**src/mac_pkg.sv**
```systemverilog
// widths, quantization constants, and the beat, tag and output word types
`default_nettype none

package mac_pkg;

  localparam int data_w      = 8;    // feature, weight and bias bytes
  localparam int prod_w      = 16;
  localparam int acc_w       = 28;
  localparam int frac_shift  = 6;    // binary point of bias and result
  localparam int lanes       = 4;    // result bytes per output word
  localparam int mult_stages = 8;

  localparam logic [data_w-1:0] relu_max = 8'd127;

  // one input beat
  typedef struct packed {
    logic [data_w-1:0] feat;
    logic [data_w-1:0] weight;
    logic [data_w-1:0] bias;
    logic              first;   // opens a group
    logic              last;    // closes a group
  } mac_beat_t;

  // travels beside the arithmetic through every stage
  typedef struct packed {
    logic              valid;
    logic              first;
    logic              last;
    logic [data_w-1:0] bias;
  } mac_tag_t;

  // lane 0 sits in bits 7:0
  typedef union packed {
    logic [lanes*data_w-1:0]      raw;
    logic [lanes-1:0][data_w-1:0] lane;
  } pixel_word_u;

endpackage

`default_nettype wire

```
**src/byte_packer.sv**
```systemverilog
// packs four result bytes into one output word and drives the output handshake
`timescale 1ns/100ps
`default_nettype none

module byte_packer
  import mac_pkg::*;
(
  input  logic              clk,
  input  logic              rstn,
  input  logic              advance,
  input  logic [data_w-1:0] result,
  input  logic              result_valid,
  output logic              out_valid,
  input  logic              out_ready,
  output pixel_word_u       out_word,
  output logic              full_stall
);

  logic [$clog2(lanes)-1:0] lane_cnt;   // next lane to fill

  assign full_stall = out_valid;        // a finished word is waiting

  //////////////////////////////////////////////////
  // lane counter and output valid
  always_ff @(posedge clk) begin
    if (!rstn) begin
      lane_cnt  <= '0;
      out_valid <= 1'b0;
    end else if (advance) begin
      if (out_valid && out_ready) begin
        out_valid <= 1'b0;
      end
      if (result_valid) begin
        lane_cnt <= lane_cnt + 1'b1;    // wraps back to lane 0
        if (lane_cnt == lanes - 1) begin
          out_valid <= 1'b1;
        end
      end
    end
  end

  // lane 0 of the next word may fill on the same edge the old word leaves
  always_ff @(posedge clk) begin
    if (advance && result_valid) begin
      out_word.lane[lane_cnt] <= result;
    end
  end

  assert property (@(posedge clk) disable iff (!rstn)
    out_valid && !out_ready |=> out_valid && $stable(out_word.raw))
    else $error("output word changed while held");

endmodule

`default_nettype wire

```
**src/cla_adder.sv**
```systemverilog
// width-parameterized carry-lookahead adder built from 4-bit groups
`timescale 1ns/100ps
`default_nettype none

module cla_adder #(
  parameter int width = 28   // multiple of 4
) (
  input  logic [width-1:0] a,
  input  logic [width-1:0] b,
  output logic [width-1:0] sum
);

  logic [width/4-1:0] grp_p;
  logic [width/4-1:0] grp_g;
  logic [width/4-1:0] grp_c;   // carry into each group

  assign grp_c[0] = 1'b0;      // add only, carry out of the top group is dropped

  for (genvar i = 0; i < width/4; i++) begin : g_grp

    // lookahead carry from the group below
    if (i > 0) begin : g_chain
      assign grp_c[i] = grp_g[i-1] | (grp_p[i-1] & grp_c[i-1]);
    end

    cla_group4 u_grp (
      .a     (a[4*i +: 4]),
      .b     (b[4*i +: 4]),
      .cin   (grp_c[i]),
      .sum   (sum[4*i +: 4]),
      .grp_p (grp_p[i]),
      .grp_g (grp_g[i])
    );

  end

endmodule

`default_nettype wire

```
**src/cla_group4.sv**
```systemverilog
// 4-bit carry-lookahead adder group with group propagate and generate
`timescale 1ns/100ps
`default_nettype none

module cla_group4 (
  input  logic [3:0] a,
  input  logic [3:0] b,
  input  logic       cin,
  output logic [3:0] sum,
  output logic       grp_p,
  output logic       grp_g
);

  logic [3:0] p;
  logic [3:0] g;
  logic [3:0] c;   // carry into each bit

  assign p = a ^ b;
  assign g = a & b;

  // flattened lookahead, no ripple inside the group
  assign c[0] = cin;
  assign c[1] = g[0] | (p[0] & cin);
  assign c[2] = g[1] | (p[1] & g[0]) | (p[1] & p[0] & cin);
  assign c[3] = g[2] | (p[2] & g[1]) | (p[2] & p[1] & g[0]) | (p[2] & p[1] & p[0] & cin);

  assign sum = p ^ c;

  // handed up to the chain between groups
  assign grp_p = &p;
  assign grp_g = g[3] | (p[3] & g[2]) | (p[3] & p[2] & g[1]) | (p[3] & p[2] & p[1] & g[0]);

endmodule

`default_nettype wire

```
**src/mac_accum.sv**
```systemverilog
// running accumulator that restarts on first beats and forwards the total on last beats
`timescale 1ns/100ps
`default_nettype none

module mac_accum
  import mac_pkg::*;
(
  input  logic                     clk,
  input  logic                     rstn,
  input  logic                     advance,
  input  logic signed [prod_w-1:0] product,
  input  mac_tag_t                 tag_in,
  output logic [acc_w-1:0]         total,
  output mac_tag_t                 tag_out
);

  logic [acc_w-1:0] prod_ext;
  logic [acc_w-1:0] base;
  logic [acc_w-1:0] sum;

  assign prod_ext = {{(acc_w-prod_w){product[prod_w-1]}}, product};
  assign base     = tag_in.first ? '0 : total;   // first beat drops the old total

  cla_adder #(.width(acc_w)) u_add (
    .a   (prod_ext),
    .b   (base),
    .sum (sum)
  );

  always_ff @(posedge clk) begin
    if (advance && tag_in.valid) begin
      total <= sum;   // bubbles leave the total alone
    end
  end

  // downstream only sees a group once it is complete
  always_ff @(posedge clk) begin
    if (!rstn) begin
      tag_out.valid <= 1'b0;
    end else if (advance) begin
      tag_out       <= tag_in;
      tag_out.valid <= tag_in.valid & tag_in.last;
    end
  end

endmodule

`default_nettype wire

```
**src/mac_relu_top.sv**
```systemverilog
// MAC and ReLU top level with stall control and the pipeline instances
`timescale 1ns/100ps
`default_nettype none

module mac_relu_top
  import mac_pkg::*;
(
  input  logic        clk,
  input  logic        rstn,
  input  logic        in_valid,
  output logic        in_ready,
  input  mac_beat_t   in_beat,
  output logic        out_valid,
  input  logic        out_ready,
  output pixel_word_u out_word
);

  logic                     advance;
  logic                     full_stall;
  logic signed [prod_w-1:0] product;
  mac_tag_t                 mult_tag;
  logic [acc_w-1:0]         total;
  mac_tag_t                 acc_tag;
  logic [data_w-1:0]        result;
  logic                     result_valid;

  // the whole pipeline freezes only while a full word waits on the sink
  assign advance  = !full_stall || out_ready;
  assign in_ready = advance;

  //////////////////////////////////////////////////
  // datapath
  signed_mult_pipe u_mult (
    .clk      (clk),
    .rstn     (rstn),
    .advance  (advance),
    .beat     (in_beat),
    .in_valid (in_valid),
    .product  (product),
    .tag      (mult_tag)
  );

  mac_accum u_accum (
    .clk     (clk),
    .rstn    (rstn),
    .advance (advance),
    .product (product),
    .tag_in  (mult_tag),
    .total   (total),
    .tag_out (acc_tag)
  );

  requant_relu u_requant (
    .clk          (clk),
    .rstn         (rstn),
    .advance      (advance),
    .total        (total),
    .tag_in       (acc_tag),
    .result       (result),
    .result_valid (result_valid)
  );

  byte_packer u_packer (
    .clk          (clk),
    .rstn         (rstn),
    .advance      (advance),
    .result       (result),
    .result_valid (result_valid),
    .out_valid    (out_valid),
    .out_ready    (out_ready),
    .out_word     (out_word),
    .full_stall   (full_stall)
  );

endmodule

`default_nettype wire

```
**src/requant_relu.sv**
```systemverilog
// bias add, ReLU and saturation of the group total to one result byte
`timescale 1ns/100ps
`default_nettype none

module requant_relu
  import mac_pkg::*;
(
  input  logic              clk,
  input  logic              rstn,
  input  logic              advance,
  input  logic [acc_w-1:0]  total,
  input  mac_tag_t          tag_in,
  output logic [data_w-1:0] result,
  output logic              result_valid
);

  logic [acc_w-1:0]  bias_ext;
  logic [acc_w-1:0]  biased;
  logic [data_w-1:0] sat_byte;

  // bias is aligned to the fractional point of the total
  assign bias_ext = {{(acc_w-data_w-frac_shift){tag_in.bias[data_w-1]}},
                     tag_in.bias, {frac_shift{1'b0}}};

  cla_adder #(.width(acc_w)) u_bias_add (
    .a   (total),
    .b   (bias_ext),
    .sum (biased)
  );

  always_comb begin
    if (biased[acc_w-1]) begin
      sat_byte = '0;                                        // ReLU
    end else if (|biased[acc_w-2:frac_shift+data_w-1]) begin
      sat_byte = relu_max;                                  // above 127
    end else begin
      sat_byte = {1'b0, biased[frac_shift+data_w-2:frac_shift]};
    end
  end

  always_ff @(posedge clk) begin
    if (advance) begin
      result <= sat_byte;
    end
  end

  always_ff @(posedge clk) begin
    if (!rstn) begin
      result_valid <= 1'b0;
    end else if (advance) begin
      result_valid <= tag_in.valid;
    end
  end

endmodule

`default_nettype wire

```
**src/signed_mult_pipe.sv**
```systemverilog
// eight-stage sign-magnitude 8x8 multiplier with a staged adder tree
`timescale 1ns/100ps
`default_nettype none

module signed_mult_pipe
  import mac_pkg::*;
(
  input  logic                     clk,
  input  logic                     rstn,
  input  logic                     advance,
  input  mac_beat_t                beat,
  input  logic                     in_valid,
  output logic signed [prod_w-1:0] product,
  output mac_tag_t                 tag
);

  logic [data_w-1:0]      a_mag;
  logic [data_w-1:0]      b_mag;
  logic [data_w-1:0]      pp [data_w];   // partial product i has weight 2**i
  mac_tag_t               tag_new;

  logic [data_w-1:0]      pp_q [data_w];
  logic [5:0]             lo1_q [4];
  logic [2:0]             hi1a_q [4];
  logic [3:0]             hi1b_q [4];
  logic [9:0]             s1_q [4];
  logic [7:0]             lo2_q [2];
  logic [2:0]             hi2a_q [2];
  logic [4:0]             hi2b_q [2];
  logic [11:0]            s2_q [2];
  logic [9:0]             lo3_q;
  logic [2:0]             hi3a_q;
  logic [6:0]             hi3b_q;
  logic [prod_w-1:0]      mag_q;
  logic [mult_stages-2:0] sign_q;        // result sign, stages 1 to 7
  mac_tag_t               tag_q [mult_stages];

  assign a_mag = beat.feat[data_w-1] ? ~beat.feat + 1'b1 : beat.feat;
  assign b_mag = beat.weight[data_w-1] ? ~beat.weight + 1'b1 : beat.weight;

  always_comb begin
    for (int i = 0; i < data_w; i++) begin
      pp[i] = b_mag[i] ? a_mag : '0;
    end
  end

  assign tag_new = '{valid: in_valid, first: beat.first, last: beat.last, bias: beat.bias};

  //////////////////////////////////////////////////
  // adder tree, low bits in one stage and high bits plus carry in the next
  always_ff @(posedge clk) begin
    if (advance) begin
      for (int i = 0; i < data_w; i++) begin
        pp_q[i] <= pp[i];
      end
      sign_q <= {sign_q[mult_stages-3:0], beat.feat[data_w-1] ^ beat.weight[data_w-1]};
      // level 1, odd product weighted by 2
      for (int j = 0; j < 4; j++) begin
        lo1_q[j]  <= pp_q[2*j][4:0] + {pp_q[2*j+1][3:0], 1'b0};
        hi1a_q[j] <= pp_q[2*j][7:5];
        hi1b_q[j] <= pp_q[2*j+1][7:4];
      end
      for (int j = 0; j < 4; j++) begin
        s1_q[j] <= {5'(hi1a_q[j] + hi1b_q[j] + lo1_q[j][5]), lo1_q[j][4:0]};
      end
      // level 2, shift by two
      for (int k = 0; k < 2; k++) begin
        lo2_q[k]  <= s1_q[2*k][6:0] + {s1_q[2*k+1][4:0], 2'b00};
        hi2a_q[k] <= s1_q[2*k][9:7];
        hi2b_q[k] <= s1_q[2*k+1][9:5];
      end
      for (int k = 0; k < 2; k++) begin
        s2_q[k] <= {5'(hi2a_q[k] + hi2b_q[k] + lo2_q[k][7]), lo2_q[k][6:0]};
      end
      // level 3, shift by four
      lo3_q  <= s2_q[0][8:0] + {s2_q[1][4:0], 4'b0000};
      hi3a_q <= s2_q[0][11:9];
      hi3b_q <= s2_q[1][11:5];
      mag_q  <= {7'(hi3a_q + hi3b_q + lo3_q[9]), lo3_q[8:0]};
      // stage 8 puts the sign back
      product <= sign_q[mult_stages-2] ? -$signed(mag_q) : $signed(mag_q);
    end
  end

  //////////////////////////////////////////////////
  // tag shift register, one entry per stage
  always_ff @(posedge clk) begin
    if (!rstn) begin
      for (int s = 0; s < mult_stages; s++) begin
        tag_q[s].valid <= 1'b0;
      end
    end else if (advance) begin
      tag_q[0] <= tag_new;
      for (int s = 1; s < mult_stages; s++) begin
        tag_q[s] <= tag_q[s-1];
      end
    end
  end

  assign tag = tag_q[mult_stages-1];

  assert property (@(posedge clk) disable iff (!rstn) !$isunknown(tag.valid))
    else $error("multiplier tag valid is unknown");

endmodule

`default_nettype wire

```
**config.mk**
```make
export PLATFORM = sky130hd
export DESIGN_NAME = mac_relu_top
export DESIGN_NICKNAME = d
export VERILOG_FILES = /design/src/mac_pkg.sv /design/src/byte_packer.sv /design/src/cla_adder.sv /design/src/cla_group4.sv /design/src/mac_accum.sv /design/src/mac_relu_top.sv /design/src/requant_relu.sv /design/src/signed_mult_pipe.sv
export SDC_FILE = /design/constraint.sdc
export NUM_CORES = 1
export LEC_CHECK = 0
export BUFFER_PORTS_ARGS = -buffer_cell sky130_fd_sc_hd__clkbuf_2
export CORE_ASPECT_RATIO = 0.8
export CORE_UTILIZATION = 40
export DETAILED_ROUTE_END_ITERATION = 10
export GPL_ROUTABILITY_DRIVEN = 0
export PLACE_DENSITY_LB_ADDON = 0.12
export SYNTH_ARGS = -nofsm -noshare
export SYNTH_HDL_FRONTEND = slang
export SYNTH_HIERARCHICAL = 1
export SYNTH_SLANG_ARGS = --single-unit
```
**constraint.sdc**
```tcl
create_clock -name clk -period 34.4 [get_ports clk]
set_input_delay 6.88 -clock clk [delete_from_list [all_inputs] [get_ports clk]]
set_output_delay 6.88 -clock clk [all_outputs]
set_load 0.05 [all_outputs]
```
==> flow_summary.yaml <==
route:
  initialDrtViolationCount: 477
  drc: 0
  antenna_left: 0
  drt-total-wl_mm: 28.41
  first_pass_iters: 4
  vias_per_cell: 4.658
  wl_per_cell_um: 14.33
  num_vias: 9237
worst_setup_path:
  worstSetupPathType: "primary input to output port"
  worstSetupEndpointType: "output port"
  worstPathArrival_ns: 8.16
  worstRegToRegCells: 12
  startpoint_type: "primary input"
  path_max_fanout: 76
  required_ns: 27.52
  r2r_slack_ns: 30.47
  reg2reg_from: "u_accum/tag_out[7]"
  rr_endpoint: "u_requant/result[4]"
global_routing:
  grt_use_total_pct: 12.18
  antenna_found_initial: 0
  grt_remaining_overflow: 0
  grt_pass1_wl_mm: 47.02
  grt_max_degree: 81
  grt_pass1_vias: 9265
layout:
  diodes: 0
  syn2layout_area_growth_pct: 12.79
  final_nets: 1513
  layout-drive-gt1-share_pct: 13.35
  fillers: 4143
  fin_area_mm2: 0.02160
min_path:
  whs_endpoint: "u_mult/tag_q[0][44]"
  holdCritStartpoint: "u_mult/tag_q[0][33]"
  hp-class: "flop to flop"
  whs_path_depth: 0
sta:
  slew_viol_final: 0
  tns_ns: 0
  hold_viol_final: 0
  worstMarginPinSlew_ns: 1.040
  slew_headroom_pct: 30.44
  clock_skew_ns: 0.02155
  fin_crit_ns: 15.04
  finalSetupViolCount: 0
  fmax_mhz: 66.47
  timing.final.crit_share_pct: 43.73
  rsz0062_at_grt: "false"
synthesis:
  ys_warn_count: 6
  synth_area_per_cell_um2: 15.63
  synthCells: 1225
  synth_area_mm2: 0.01915
clock_tree:
  cts-resized-gates: 0
  clk_pin_slew_worst_paths_ns: 0.06
  cts_made_buffers: 45
  ctsHoldBuffers: 0
  cts.sinks: 439
  cts_tree: "built"
  root_buffer: "clkbuf_16"
  clkLatencyLatePin_ns: 0.57
  postCtsSetupRepairBufs: 0
  h-tree-depth: 2
  clockBufferDepth: 3
die:
  pin_count: 64
  core-area_mm2: 0.04708
  num_rows: 71
  die_x_um: 246.6
  start_util_pct: 40.67
  dieArea_mm2: 0.04876
  die_y_um: 197.7
place:
  port-buffer-count: 63
  place_area_mm2: 0.02018
  hpwl_mm: 18.61
run:
  cap_violations: 0
run_status:
  outcome: "finished, final reports clean"
power:
  ir_worst_vdd_v: 0.00003952
  power_density_mw_per_mm2: 62.58
  total_leakage_power_nw: 8.921
-- stage by stage --
step	std cells	setup WS (ns)	power (mW)	utilization, %	hold slack, ns
6_report	1983	19.36	1.352	45.88	0.4142
5_1_grt	1983	19.23	1.425	45.88	0.4191
4_1_cts	1983	19.30	1.375	45.88	0.4143
3_5_place_dp	1902	19.31	0.8961	42.86	0.4045
3_3_place_gp	1902	19.31	0.8923	42.86	0.4005
2_1_floorplan	1234	13.45	0.8506	-	0.4003
-- state kept, by name (all words and copies together), names as in the netlist, 6 cells and up --
signal / count
u_mult/tag_q: 88
u_mult/pp_q: 64
u_mult/s1_q: 40
u_packer/out_word: 32
u_accum/total: 28
u_mult/lo1_q: 24
u_mult/s2_q: 24
u_mult/hi1b_q: 16
u_mult/lo2_q: 16
u_mult/mag_q: 16
u_mult/product: 16
u_mult/hi1a_q: 12
u_mult/hi2b_q: 10
u_mult/lo3_q: 10
u_accum/tag_out: 9
u_mult/hi3b_q: 7
u_mult/sign_q: 7
u_requant/result: 7
u_mult/hi2a_q: 6
-- worst max path at each step --
stage	from	end	slack, ns	cells past startpoint
floorplan	out_ready	in_ready	13.45	1
global placement	out_ready	in_ready	19.31	3
detailed placement	out_ready	in_ready	19.31	3
CTS	out_ready	in_ready	19.30	3
global route	out_ready	in_ready	19.23	3
finish	out_ready	in_ready	19.36	3
-- power breakdown --
part           internal (mW)  switching, mW  total, mW
Sequential             0.686         0.0325      0.718
Clock                  0.271          0.198      0.470
Combinational         0.0759         0.0879      0.164
Total                   1.03          0.319       1.35
-- critical path, cell delays in order --
cell and delay (ns):
clkbuf_2 0.09, nand2b_4 0.76, clkbuf_2 0.42
-- routing by layer --
metal	global-route usage (%)	wire length [um]
met5	0	0
met4	4.755	622
met3	2.385	1010
met2	18.68	12480
met1	17.08	14300
-- cell type report --
| type | count | area [um^2] | area share (%) |
|---|---|---|---|
| clock buffer | 52 | 1152 | 5.335 |
| clock inverter | 29 | 266.5 | 1.234 |
| inverter | 107 | 401.6 | 1.859 |
| multi-input combinational | 669 | 5577 | 25.82 |
| sequential | 439 | 13080 | 60.57 |
| tap | 620 | 775.7 | 3.591 |
| timing repair buffer | 67 | 345.3 | 1.599 |
-- cell usage in the layout (no fill, tap or decap), types with 28 or more instances in the layout --
cell type	count
clkbuf_2	63
a21oi_1	31
nor2_1	76
ha_1	121
nor2b_1	38
nand3_1	29
clkbuf_16	45
a21o_1	45
inv_1	105
xnor2_1	68
edfxtp_1	429
fa_1	33
xor2_1	28
Note: power is estimated with default switching activity, not from simulation.
